[config.mk]
export PLATFORM = sky130hd
export DESIGN_NAME = dcache_top
export DESIGN_NICKNAME = d
export VERILOG_FILES = /design/src/verilog/dcache_pkg.sv /design/src/verilog/dcache_tagbank.sv /design/src/verilog/dcache_databank.sv /design/src/verilog/dcache_controller.sv /design/src/verilog/dcache_top.sv
export VERILOG_INCLUDE_DIRS = /design/src /design/src/verilog
export SDC_FILE = /design/constraint.sdc
export NUM_CORES = 2
export LEC_CHECK = 0
export BUFFER_PORTS_ARGS = -buffer_cell sky130_fd_sc_hd__buf_2
export CAP_MARGIN = 20
export CORE_ASPECT_RATIO = 0.8
export CORE_MARGIN = 2
export CORE_UTILIZATION = 45
export DETAILED_ROUTE_END_ITERATION = 12
export PLACE_DENSITY_LB_ADDON = 0.3
export SYNTH_ARGS = -nofsm -noshare
export SYNTH_HDL_FRONTEND = slang
export SYNTH_MEMORY_MAX_BITS = 65536
export SYNTH_SLANG_ARGS = --single-unit
[constraint.sdc]
create_clock -name clk -period 3.8 [get_ports clk]
set_input_delay 0.38 -clock clk [delete_from_list [all_inputs] [get_ports clk]]
set_output_delay 0.38 -clock clk [all_outputs]
set_load 0.005 [all_outputs]
[src/verilog/dcache_defs.svh]
// L1 data cache geometry
// Ways, line size and set count, plus the address field widths derived from them

`ifndef DCACHE_DEFS_SVH
`define DCACHE_DEFS_SVH

// Number of ways
`define DCACHE_WAYS 2

// 32-bit words per line
`define DCACHE_LINE_WORDS 4

// log2 of the number of sets
`define DCACHE_SETS_LOG2 4

// Word select field inside a line
`define DCACHE_WORD_SEL_W $clog2(`DCACHE_LINE_WORDS)

// Tag is what is left of the 30-bit word address
`define DCACHE_TAG_W (30 - `DCACHE_SETS_LOG2 - `DCACHE_WORD_SEL_W)

`endif

[src/verilog/dcache_pkg.sv]
// L1 data cache types
// Request kinds, fill FSM states and the address field types

`include "dcache_defs.svh"

package dcache_pkg;

    // Core request kind
    typedef enum logic {
        REQ_READ,
        REQ_WRITE
    } req_kind_t;

    // Miss handling FSM
    typedef enum logic [1:0] {
        FILL_IDLE,
        FILL_REQUEST,
        FILL_RETURN
    } fill_state_t;

    // Address fields, byte offset in bits 1:0 then word, set and tag
    typedef logic [`DCACHE_SETS_LOG2-1:0]  set_t;
    typedef logic [`DCACHE_WORD_SEL_W-1:0] word_sel_t;
    typedef logic [`DCACHE_TAG_W-1:0]      tag_t;

    // One bit per way, for hit and replacement masks
    typedef logic [`DCACHE_WAYS-1:0] way_mask_t;

endpackage

[src/verilog/dcache_tagbank.sv]
// Tag array of the L1 data cache
// Valid bit and tag per way per set, with lookup, fill writes,
// snoop invalidation and the clearing sweep after reset

`include "dcache_defs.svh"

module dcache_tagbank (
    input  logic                  clk,
    input  logic                  rst,
    input  logic                  lookup_en,
    input  dcache_pkg::set_t      lookup_set,
    input  dcache_pkg::tag_t      lookup_tag,
    input  logic                  fill_write,
    input  dcache_pkg::set_t      fill_set,
    input  dcache_pkg::tag_t      fill_tag,
    input  dcache_pkg::way_mask_t fill_way,
    input  logic                  inv,
    input  logic [31:0]           inv_addr,
    output dcache_pkg::way_mask_t hit_mask,
    output logic                  busy
);
    import dcache_pkg::*;

    localparam int SETS    = 1 << `DCACHE_SETS_LOG2;
    localparam int SET_LSB = 2 + `DCACHE_WORD_SEL_W;
    localparam int TAG_LSB = SET_LSB + `DCACHE_SETS_LOG2;

    way_mask_t valid_mem [SETS];
    tag_t      tag_mem   [SETS][`DCACHE_WAYS];

    logic sweep_done;
    set_t sweep_set;

    set_t      inv_set;
    tag_t      inv_tag;
    logic      snoop_rd;
    set_t      snoop_set_r;
    tag_t      snoop_tag_r;
    way_mask_t snoop_valid_r;
    tag_t      snoop_tags_r [`DCACHE_WAYS];
    way_mask_t snoop_hit;
    logic      snoop_write;
    logic      fill_valid;

    tag_t      lookup_tag_r;
    way_mask_t lookup_valid_r;
    tag_t      lookup_tags_r [`DCACHE_WAYS];

    ////////////////////
    // Reset sweep, one set per cycle
    always_ff @(posedge clk) begin
        if (rst) begin
            sweep_done <= 1'b0;
            sweep_set  <= '0;
        end else if (!sweep_done) begin
            {sweep_done, sweep_set} <= {1'b0, sweep_set} + 1'b1;
        end
    end

    ////////////////////
    // Snoop read on port B, write back on port A next cycle
    assign inv_set = inv_addr[SET_LSB +: `DCACHE_SETS_LOG2];
    assign inv_tag = inv_addr[31:TAG_LSB];

    always_ff @(posedge clk) begin
        if (rst) begin
            snoop_rd <= 1'b0;
        end else begin
            snoop_rd <= inv & sweep_done;
        end
        snoop_set_r   <= inv_set;
        snoop_tag_r   <= inv_tag;
        snoop_valid_r <= valid_mem[inv_set];
        snoop_tags_r  <= tag_mem[inv_set];
    end

    always_comb begin
        for (int w = 0; w < `DCACHE_WAYS; w++) begin
            snoop_hit[w] = snoop_valid_r[w] & (snoop_tags_r[w] == snoop_tag_r);
        end
    end

    assign snoop_write = snoop_rd & |snoop_hit;

    // A line snooped while its tag is written goes in invalid
    assign fill_valid = ~(inv & (inv_set == fill_set) & (inv_tag == fill_tag));

    ////////////////////
    // Array writes and lookup read
    always_ff @(posedge clk) begin
        for (int w = 0; w < `DCACHE_WAYS; w++) begin
            if (!sweep_done) begin
                valid_mem[sweep_set][w] <= 1'b0;
            end
            if (fill_write && fill_way[w]) begin
                valid_mem[fill_set][w] <= fill_valid;
                tag_mem[fill_set][w]   <= fill_tag;
            end
            // Snoop clear comes last so it wins on the same entry
            if (snoop_write && snoop_hit[w]) begin
                valid_mem[snoop_set_r][w] <= 1'b0;
            end
        end
        if (lookup_en) begin
            lookup_valid_r <= valid_mem[lookup_set];
            lookup_tags_r  <= tag_mem[lookup_set];
            lookup_tag_r   <= lookup_tag;
        end
    end

    always_comb begin
        for (int w = 0; w < `DCACHE_WAYS; w++) begin
            hit_mask[w] = lookup_valid_r[w] & (lookup_tags_r[w] == lookup_tag_r);
        end
    end

    // No new lookup while sweeping or while a snoop owns port A
    assign busy = ~sweep_done | snoop_write;

endmodule

[src/verilog/dcache_databank.sv]
// Data array of the L1 data cache
// One word per way, set and word position with byte write enables;
// all ways are read together and the hit way is picked afterwards

`include "dcache_defs.svh"

module dcache_databank (
    input  logic                  clk,
    input  logic                  rd_en,
    input  dcache_pkg::set_t      rd_set,
    input  dcache_pkg::word_sel_t rd_word,
    input  dcache_pkg::way_mask_t hit_mask,
    input  logic                  wr_en,
    input  dcache_pkg::way_mask_t wr_way,
    input  dcache_pkg::set_t      wr_set,
    input  dcache_pkg::word_sel_t wr_word,
    input  logic [31:0]           wr_data,
    input  logic [3:0]            wr_be,
    output logic [31:0]           rd_data
);
    localparam int ADDR_W = `DCACHE_SETS_LOG2 + `DCACHE_WORD_SEL_W;
    localparam int DEPTH  = 1 << ADDR_W;

    logic [3:0][7:0] data_mem [`DCACHE_WAYS][DEPTH];
    logic [31:0]     rd_words [`DCACHE_WAYS];
    logic [ADDR_W-1:0] rd_index;
    logic [ADDR_W-1:0] wr_index;

    assign rd_index = {rd_set, rd_word};
    assign wr_index = {wr_set, wr_word};

    always_ff @(posedge clk) begin
        for (int w = 0; w < `DCACHE_WAYS; w++) begin
            for (int b = 0; b < 4; b++) begin
                if (wr_en && wr_way[w] && wr_be[b]) begin
                    data_mem[w][wr_index][b] <= wr_data[8*b +: 8];
                end
            end
            if (rd_en) begin
                rd_words[w] <= data_mem[w][rd_index];
            end
        end
    end

    // hit_mask is one-hot or empty, so an OR picks the way
    always_comb begin
        rd_data = '0;
        for (int w = 0; w < `DCACHE_WAYS; w++) begin
            if (hit_mask[w]) begin
                rd_data = rd_data | rd_words[w];
            end
        end
    end

endmodule

[src/verilog/dcache_controller.sv]
// Request controller of the L1 data cache
// Stage 1 request handling, line fill on read misses, write-through
// to memory and random replacement

`include "dcache_defs.svh"

module dcache_controller (
    input  logic                  clk,
    input  logic                  rst,
    input  logic                  req_valid,
    output logic                  req_ready,
    input  dcache_pkg::req_kind_t req_kind,
    input  logic [31:0]           req_addr,
    input  logic [31:0]           req_wdata,
    input  logic [3:0]            req_be,
    output logic                  resp_valid,
    output logic [31:0]           resp_data,
    output logic                  mem_req_valid,
    input  logic                  mem_req_ready,
    output logic                  mem_rnw,
    output logic [29:0]           mem_addr,
    output logic [31:0]           mem_wdata,
    output logic [3:0]            mem_wbe,
    output logic [4:0]            mem_rlen,
    input  logic                  mem_rvalid,
    input  logic [31:0]           mem_rdata,
    output logic                  lookup_en,
    output dcache_pkg::set_t      lookup_set,
    output dcache_pkg::tag_t      lookup_tag,
    output logic                  fill_write,
    output dcache_pkg::set_t      fill_set,
    output dcache_pkg::tag_t      fill_tag,
    output dcache_pkg::way_mask_t fill_way,
    input  dcache_pkg::way_mask_t hit_mask,
    input  logic                  tag_busy,
    output logic                  db_rd_en,
    output dcache_pkg::set_t      db_rd_set,
    output dcache_pkg::word_sel_t db_rd_word,
    input  logic [31:0]           db_rd_data,
    output logic                  db_wr_en,
    output dcache_pkg::way_mask_t db_wr_way,
    output dcache_pkg::set_t      db_wr_set,
    output dcache_pkg::word_sel_t db_wr_word,
    output logic [31:0]           db_wr_data,
    output logic [3:0]            db_wr_be
);
    import dcache_pkg::*;

    localparam int WS      = `DCACHE_WORD_SEL_W;
    localparam int SET_LSB = 2 + WS;
    localparam int TAG_LSB = SET_LSB + `DCACHE_SETS_LOG2;

    logic        accept;
    logic        s1_valid;
    logic        s1_first;
    req_kind_t   s1_kind;
    logic [31:0] s1_addr;
    logic [31:0] s1_wdata;
    logic [3:0]  s1_be;
    set_t        s1_set;
    word_sel_t   s1_word;
    logic        s1_read;
    logic        s1_hit;
    logic        s1_done;

    fill_state_t fill_state;
    fill_state_t fill_next;
    logic        fill_ack_r;
    word_sel_t   word_count;
    logic        last_word;
    logic        correct_word;
    logic        wr_hit;
    logic        wr_fill;
    way_mask_t   repl_way;

    ////////////////////
    // Stage 0, lookup issued on the accepting edge
    assign accept     = req_valid & req_ready;
    assign lookup_en  = accept;
    assign lookup_set = req_addr[SET_LSB +: `DCACHE_SETS_LOG2];
    assign lookup_tag = req_addr[31:TAG_LSB];
    assign db_rd_en   = accept;
    assign db_rd_set  = req_addr[SET_LSB +: `DCACHE_SETS_LOG2];
    assign db_rd_word = req_addr[2 +: WS];

    // A databank write blocks entry so a read behind it sees the new word
    assign req_ready = ~tag_busy & (~s1_valid | s1_done) & ~db_wr_en;

    ////////////////////
    // Stage 1 request register
    always_ff @(posedge clk) begin
        if (rst) begin
            s1_valid <= 1'b0;
            s1_first <= 1'b0;
        end else begin
            s1_first <= accept;
            if (accept) begin
                s1_valid <= 1'b1;
            end else if (s1_done) begin
                s1_valid <= 1'b0;
            end
        end
        if (accept) begin
            s1_kind  <= req_kind;
            s1_addr  <= req_addr;
            s1_wdata <= req_wdata;
            s1_be    <= req_be;
        end
    end

    assign s1_set  = s1_addr[SET_LSB +: `DCACHE_SETS_LOG2];
    assign s1_word = s1_addr[2 +: WS];
    assign s1_read = (s1_kind == REQ_READ);
    // Tag result is only valid in the first stage 1 cycle
    assign s1_hit  = |hit_mask;

    // Hits end at once, misses on the last burst word, writes on the memory ack
    assign s1_done = s1_valid & (s1_read ? (s1_first ? s1_hit : last_word) : mem_req_ready);

    ////////////////////
    // Fill FSM
    always_comb begin
        fill_next = fill_state;
        unique case (fill_state)
            FILL_IDLE: begin
                if (s1_first && s1_read && !s1_hit) begin
                    fill_next = FILL_REQUEST;
                end
            end
            FILL_REQUEST: begin
                if (mem_req_ready) begin
                    fill_next = FILL_RETURN;
                end
            end
            FILL_RETURN: begin
                if (last_word) begin
                    fill_next = FILL_IDLE;
                end
            end
            default: fill_next = FILL_IDLE;
        endcase
    end

    always_ff @(posedge clk) begin
        if (rst) begin
            fill_state <= FILL_IDLE;
            fill_ack_r <= 1'b0;
        end else begin
            fill_state <= fill_next;
            fill_ack_r <= (fill_state == FILL_REQUEST) & mem_req_ready;
        end
    end

    // Burst words arrive in line order from word 0
    always_ff @(posedge clk) begin
        if (rst || s1_done) begin
            word_count <= '0;
        end else if (mem_rvalid) begin
            word_count <= word_count + 1'b1;
        end
    end

    assign wr_fill      = (fill_state == FILL_RETURN) & mem_rvalid;
    assign last_word    = wr_fill & (word_count == word_sel_t'(`DCACHE_LINE_WORDS - 1));
    assign correct_word = wr_fill & (word_count == s1_word);

    // Rotating one-hot victim pointer
    always_ff @(posedge clk) begin
        if (rst) begin
            repl_way <= way_mask_t'(1);
        end else if (accept) begin
            repl_way <= way_mask_t'({repl_way, repl_way[`DCACHE_WAYS-1]});
        end
    end

    ////////////////////
    // Tag write one cycle after the read ack
    assign fill_write = fill_ack_r;
    assign fill_set   = s1_set;
    assign fill_tag   = s1_addr[31:TAG_LSB];
    assign fill_way   = repl_way;

    // Databank takes fill words, or write data on a write hit
    assign wr_hit     = s1_first & ~s1_read & s1_hit;
    assign db_wr_en   = wr_hit | wr_fill;
    assign db_wr_way  = wr_fill ? repl_way : hit_mask;
    assign db_wr_set  = s1_set;
    assign db_wr_word = wr_fill ? word_count : s1_word;
    assign db_wr_data = wr_fill ? mem_rdata : s1_wdata;
    assign db_wr_be   = wr_fill ? 4'hf : s1_be;

    ////////////////////
    // Memory request, held from stage 1 until mem_req_ready
    assign mem_req_valid = (fill_state == FILL_REQUEST) | (s1_valid & ~s1_read);
    assign mem_rnw       = s1_read;
    assign mem_addr      = s1_read ? {s1_addr[31:SET_LSB], {WS{1'b0}}} : s1_addr[31:2];
    assign mem_wdata     = s1_wdata;
    assign mem_wbe       = s1_be;
    assign mem_rlen      = s1_read ? 5'(`DCACHE_LINE_WORDS - 1) : 5'd0;

    // Core response for reads only
    assign resp_valid = s1_valid & s1_read & (s1_first ? s1_hit : correct_word);
    assign resp_data  = s1_first ? db_rd_data : mem_rdata;

endmodule

[src/verilog/dcache_top.sv]
// L1 data cache, write-through and set-associative
// Connects the request controller to the tag and data arrays

module dcache_top (
    input  logic                  clk,
    input  logic                  rst,

    // Core request
    input  logic                  req_valid,
    output logic                  req_ready,
    input  dcache_pkg::req_kind_t req_kind,
    input  logic [31:0]           req_addr,
    input  logic [31:0]           req_wdata,
    input  logic [3:0]            req_be,

    // Core response
    output logic                  resp_valid,
    output logic [31:0]           resp_data,

    // Memory request and burst return
    output logic                  mem_req_valid,
    input  logic                  mem_req_ready,
    output logic                  mem_rnw,
    output logic [29:0]           mem_addr,
    output logic [31:0]           mem_wdata,
    output logic [3:0]            mem_wbe,
    output logic [4:0]            mem_rlen,
    input  logic                  mem_rvalid,
    input  logic [31:0]           mem_rdata,

    // Snoop invalidation
    input  logic                  inv,
    input  logic [31:0]           inv_addr
);
    import dcache_pkg::*;

    // Controller to tagbank
    logic      lookup_en;
    set_t      lookup_set;
    tag_t      lookup_tag;
    logic      fill_write;
    set_t      fill_set;
    tag_t      fill_tag;
    way_mask_t fill_way;
    way_mask_t hit_mask;
    logic      tag_busy;

    // Controller to databank
    logic        db_rd_en;
    set_t        db_rd_set;
    word_sel_t   db_rd_word;
    logic [31:0] db_rd_data;
    logic        db_wr_en;
    way_mask_t   db_wr_way;
    set_t        db_wr_set;
    word_sel_t   db_wr_word;
    logic [31:0] db_wr_data;
    logic [3:0]  db_wr_be;

    dcache_controller u_controller (
        .clk, .rst,
        .req_valid, .req_ready, .req_kind, .req_addr, .req_wdata, .req_be,
        .resp_valid, .resp_data,
        .mem_req_valid, .mem_req_ready, .mem_rnw, .mem_addr, .mem_wdata, .mem_wbe,
        .mem_rlen, .mem_rvalid, .mem_rdata,
        .lookup_en, .lookup_set, .lookup_tag,
        .fill_write, .fill_set, .fill_tag, .fill_way,
        .hit_mask, .tag_busy,
        .db_rd_en, .db_rd_set, .db_rd_word, .db_rd_data,
        .db_wr_en, .db_wr_way, .db_wr_set, .db_wr_word, .db_wr_data, .db_wr_be
    );

    dcache_tagbank u_tagbank (
        .clk, .rst,
        .lookup_en, .lookup_set, .lookup_tag,
        .fill_write, .fill_set, .fill_tag, .fill_way,
        .inv, .inv_addr,
        .hit_mask,
        .busy (tag_busy)
    );

    dcache_databank u_databank (
        .clk,
        .rd_en   (db_rd_en),
        .rd_set  (db_rd_set),
        .rd_word (db_rd_word),
        .hit_mask,
        .wr_en   (db_wr_en),
        .wr_way  (db_wr_way),
        .wr_set  (db_wr_set),
        .wr_word (db_wr_word),
        .wr_data (db_wr_data),
        .wr_be   (db_wr_be),
        .rd_data (db_rd_data)
    );

endmodule

# Word-level counts from Yosys, hierarchy flattened
# Memory sizes are Yosys's and may differ from the RTL's. A register that Yosys moved wholly into a read port is not among the register bits.
# Cells that the tools add are included.
dict set report op_classes {
  add_sub_neg 2
  magnitude_cmp 3
  n_eq_ne 13
  n_mux 12348
  bitwise_logic 12322
  reduce_logical 24
}
# op n
set op_table {}
lappend op_table {{$mux W2048} 8}
lappend op_table {{$mux W1} 12313}
lappend op_table {{$or A1 B1 Y1} 12292}
lappend op_table {{$demux W32 S6} 4}
lappend op_table {{$bmux W32 S6} 2}
lappend op_table {{$mux W32} 9}
lappend op_table {{$eq A24 B24 Y1} 5}
lappend op_table {{$or A32 B32 Y32} 1}
lappend op_table {{$mux W24} 1}
lappend op_table {{$and A1 B1 Y1} 21}
lappend op_table {{$logic_and A1 B1 Y1} 17}
lappend op_table {{$mux W16} 1}
lappend op_table {{$ge A7 B7 Y1 const B} 2}
lappend op_table {{$mux W2} 7}
lappend op_table {{$not A6 Y7} 2}
lappend op_table {{$mux W8} 1}
lappend op_table {{$lt A7 B1 Y1 const B} 1}
lappend op_table {{$not A1 Y1} 6}
lappend op_table {{$pmux W2 S3} 1}
lappend op_table {{$add A4 B1 Y5 const B} 1}
lappend op_table {{$eq A2 B2 Y1 const B} 2}
lappend op_table {{$eq A4 B4 Y1} 1}
lappend op_table {{$mux W4} 1}
lappend op_table {{$ne A2 B1 Y1 const B} 2}
lappend op_table {{other kinds (10)} 11}
dict set report word_totals {
  regBits 136
  mem_bits_rw 4960
  inputBits 139
  output_inout_bits 107
  n_memories 4
}
# name words word_bits rd rd_clocked_by_memory_dff wr line_no
set memory_table {}
lappend memory_table {u_databank.data_mem 2 2048 2 0 2 dcache_databank.sv:24} ;# logic [3:0][7:0] data_mem [`DCACHE_WAYS][DEPTH];
lappend memory_table {u_tagbank.tag_mem 16 48 2 2 1 dcache_tagbank.sv:29} ;# tag_t tag_mem [SETS][`DCACHE_WAYS];
lappend memory_table {u_databank.rd_words 2 32 2 0 2 dcache_databank.sv:25} ;# logic [31:0] rd_words [`DCACHE_WAYS];
lappend memory_table {u_tagbank.valid_mem 16 2 2 2 3 dcache_tagbank.sv:28} ;# way_mask_t valid_mem [SETS];

# Depth between registers and ports, before layout
dict set report logic_depth {
  ltp_word 12
  ltp_mapped 9
  ltp_nobuf 7
}

# Modules after synthesis
# A second synthesis with hierarchy kept.
dict set report hier_totals {
  hier_cells 9383
  area_unflattened_um2 205164.3
}
# mod n_inst cells_each area_each_um2
set modules_own_cells {}
lappend modules_own_cells {dcache_databank 1 7122 158794.8}
lappend modules_own_cells {dcache_tagbank 1 1957 42283.1}
lappend modules_own_cells {dcache_controller 1 304 4086.4}

# Worst setup path before layout
# No wires, ideal clock.
dict set report synth_timing {
  path_type {register -> register}
  from {register, netlist name u_controller.s1_addr[27]}
  to {register u_controller.s1_be[0], in the netlist u_controller.mem_wbe[0], enable pin}
  setup_time_ns 0.415
  t_arrival_ns 3.718
  path_slack_ns -0.333
  stages_incl_launch_ff 8
  path_buffers 1
  path_cell_list {edfxtp_1 xor2_1 or4_1 nor4_1 nand4_1 a31o_1 and4bb_1 buf_4}
}
# item line_no
set synth_rtl {}
lappend synth_rtl {{end signal: assignment} dcache_controller.sv:107} ;# s1_be <= req_be;
lappend synth_rtl {{end: declaration} dcache_controller.sv:59} ;# logic [3:0] s1_be;

==> results.txt <==
Final worst setup slack: -0.4249 ns
Port Buffers: 236
Violated checks: negative setup slack
Worst EP required: 3.42 ns
Pins over their slew limit: 0
Number of H-tree levels: 5
Worst Skew: 0.1160 ns
Count of cell types in the netlist: 46
Sw Ratio: 0.2061
Initial antenna violation count: 48
Max_cap viols: 0
Crit path capture type: output port
Setup TNS: -11.31 ns
Max Root-Sink Buffers: 4
Slowest stage delay, CP: 0.53 ns
Reg-to-reg critical path endpoint: u_databank.data_mem[1][1130]
Clock-pin slew on the worst setup and hold paths: 0.06 ns
Commonest non-fill, non-tap cells in the layout: edfxtp_1 (5045), mux4_2 (1844), buf_4 (1005)
I/O pin count: 246
Critical path fanouts, max: 8
ANT nets after route: 0
Ys flop type: edfxtp_1
Crit path to: resp_data[10]
Layout cells sized above 1: 0.3864
CTS tree: built
RSZ-0062 raised after global routing: true
First-pass GRT wire length: 777900 microns
Nets: 10490
Leak: 76.27 nW
Total number of vias: 102800
Root buffer cell: clkbuf_16
Largest net degree at the start of global routing: 129
Vias in the first global route: 102300
Combinational share of power: 0.042
Max IR drop VDD: 0.4339 mV
Grt ovf: 0
Hold slack: 0.05102 ns
Register area share after synthesis: 0.7548
Avg Vias per Cell: 6.120
FMAX: 236.7 MHz
Pint: 92.01 mW
Pwr Density: 480.7 nW/um^2
Placed Cells: 15660
R2R setup slack: 0.21 ns
Drt wl/cell: 33.15 microns
Clock Power Share: 0.424
Worst skew pair latency: 1.11 ns
Worst R2R Path Depth: 12
Layout area overhead: 18.17%
Final RePlAce weighted congestion: 0.9016
Die Height: 606.2 microns
Fill cells: 33690
Slew margin rel.: 0.3630
HP Class: input port to flip-flop
Setup CP Type: flip-flop to output port
Final Cycle Share: 1.112
Syn avg cell area: 23.20 sq um
Drc violations: 0
Worst r2r src: u_controller.s1_addr[16]
Yosys warning count: 0
Status: finished, violations left
CTS sink cnt: 5170
Iteration-0 DRC Markers: 14620
EDFF count, synth: 5045
Core region area: 452100 sq um
Final std cells w/o fill: 16810
Synthesized area: 204000 sq um
Yosys reg bits: 5170
Crit path launch: u_controller.s1_addr[20]
Chip width: 756.8 microns
Synth Instances: 8792
Final WL: 557100 microns
Most common cell after layout, fill and taps aside: edfxtp_1
Hold Vio Cnt, Final: 0
# rows: 221
Setup violators final: 34
Power Total: 115.9 mW
Cts bufs inserted: 481
Initial cell density of the core: 0.4513
Crit path DAT: 3.84 ns
Worst Tran Pin Value: 0.9527 ns
Min Tclk post-route: 4.225 ns
CP max-delay cell: edfxtp_1
Share of total power in sequential cells: 0.533
Crit path cell chain: xnor2_2 > nand2_1 > or3b_4 > nor4_4 > and4_4 > buf_12 > clkbuf_16 > a22oi_2 > a21oi_2 > buf_2
Drt first pass iters: 8
Startpoint Class: flip-flop
Net switching power: 23.88 mW
Die area: 458800 sq um
Post-DP HPWL: 360100 microns
Async S/R FF share, synth: 0
GRT Util Overall: 0.2389
-- registers in the layout (all words and copies together) (netlist names), 2 cells and up --
signal	count
u_controller.fill_state	2
u_controller.fill_way	2
u_controller.mem_wbe	4
u_controller.mem_wdata	32
u_controller.s1_addr	29
u_controller.word_count	2
u_databank.data_mem	4096
u_databank.rd_words	64
u_tagbank.lookup_tags_r	48
u_tagbank.lookup_valid_r	2
u_tagbank.snoop_set_r	4
u_tagbank.snoop_tag_r	24
u_tagbank.snoop_tags_r	48
u_tagbank.snoop_valid_r	2
u_tagbank.sweep_set	4
u_tagbank.tag_mem	768
u_tagbank.valid_mem	32
-- per-layer routing --
| metal | part of all wire | GRT usage | wire length [microns] | vias to the layer above |
|---|---|---|---|---|
| li1 | - | - | - | 40730 |
| met1 | 0.39 | 0.3418 | 218800 | 55350 |
| met2 | 0.46 | 0.3669 | 258300 | 5837 |
| met3 | 0.11 | 0.06316 | 62440 | 904 |
| met4 | 0.031 | 0.06599 | 17110 | 18 |
| met5 | 0.00090 | 0 | 499 | - |
-- layout make-up --
cell class / count / area [sq um] / share of cell area
Sequential cell: 5170 / 154000 / 0.6388
Multi-Input combinational cell: 3071 / 48850 / 0.2026
Timing Repair Buffer: 1614 / 14460 / 0.05997
Clock buffer: 592 / 12610 / 0.05231
Tap cell: 6021 / 7533 / 0.03125
Clock inverter: 300 / 3527 / 0.01463
Antenna cell: 30 / 75.07 / 0.0003114
Inverter: 7 / 26.28 / 0.0001090
-- metrics by stage --
| step | utilization | area (sq um) | worst slack, ns |
|---|---|---|---|
| after floorplan | - | 204000 | 0.003950 |
| after global placement | 0.4906 | 221800 | 0.1615 |
| after detailed placement | 0.4906 | 221800 | 0.2334 |
| after CTS | 0.5323 | 240700 | -0.3946 |
| after global routing | 0.5331 | 241000 | -0.4962 |
| final | 0.5333 | 241100 | -0.4249 |
-- cell families after synthesis --
family | share of synthesized area
DFF | 0.7548
muxes | 0.2038
and+or+nand+nor | 0.01804
buffers and inverters | 0.01167
AOI/OAI and AO/OA | 0.005703
xor gates and xnor gates | 0.005624
adders and majority gates | 0.0003066
other | 0.00001838
-- power by group through the flow --
stage	logic (mW)	clock network [mW]	registers (mW)
after floorplan	3.14	0	63.0
after global placement	4.73	0	63.0
after detailed placement	4.77	0	63.0
after CTS	4.93	49.9	61.8
after global routing	5.12	52.0	61.8
final	4.91	49.2	61.8
-- cells in the mapped netlist (5+ instances only) --
| master | number | area (sq um) |
|---|---|---|
| a21oi_1 | 77 | 385.4 |
| a22oi_1 | 64 | 480.5 |
| a31oi_1 | 29 | 181.4 |
| and3_1 | 5 | 31.28 |
| and3b_1 | 6 | 52.55 |
| buf_1 | 102 | 382.9 |
| buf_2 | 94 | 470.5 |
| buf_4 | 48 | 360.4 |
| clkbuf_1 | 301 | 1130 |
| dfxtp_1 | 125 | 2502 |
| edfxtp_1 | 5045 | 151500 |
| ha_1 | 5 | 62.56 |
| inv_1 | 7 | 26.28 |
| mux4_2 | 1844 | 41530 |
| nand2_1 | 181 | 679.4 |
| nand3_1 | 13 | 65.06 |
| nand4_1 | 23 | 143.9 |
| nor2_1 | 603 | 2263 |
| nor2b_1 | 8 | 50.05 |
| nor3_1 | 11 | 55.05 |
| nor3b_1 | 7 | 52.55 |
| nor4_1 | 15 | 93.84 |
| o21ai_1 | 5 | 25.02 |
| o21ai_2 | 5 | 43.79 |
| or4_1 | 6 | 45.04 |
| xnor2_1 | 90 | 788.3 |
| xor2_1 | 41 | 359.1 |
-- worst min-delay path by stage --
stage / startpoint / endpoint / slack (ns) / depth (start not counted)
after CTS: inv_addr[4] / u_tagbank.snoop_set_r[0] / 0.00008 / 2
after global routing: inv_addr[16] / u_tagbank.snoop_tag_r[8] / 0.05 / 2
after floorplan: inv_addr[4] / u_tagbank.snoop_set_r[0] / 0.41 / 0
after global placement: u_controller.fill_state[0] / u_controller.fill_write / 0.49 / 2
final: inv_addr[4] / u_tagbank.snoop_set_r[0] / 0.05 / 2
after detailed placement: u_controller.fill_state[0] / u_controller.fill_write / 0.49 / 2
-- worst max-delay path: cells and delay by family (launching register included) --
kind / cells / cell delay, ns
AO/OA/AOI/OAI: 2 / 0.46
XOR/XNOR: 1 / 0.28
buffers and inverters: 3 / 0.52
flip-flops: 1 / 0.53
AND/OR/NAND/NOR: 4 / 0.97
-- what timing repair did --
| action | CTS | global route |
|---|---|---|
| buffers inserted | 33 | 13 |
| setup endpoints to repair | 34 | 421 |
| gates resized for setup | 105 | 30 |
| hold buffers | 176 | 0 |
| gates cloned | 5 | 2 |
| pin swaps | 41 | 36 |
| hold endpoints to repair | 376 | 0 |
Power figures use the tool's default switching activity.
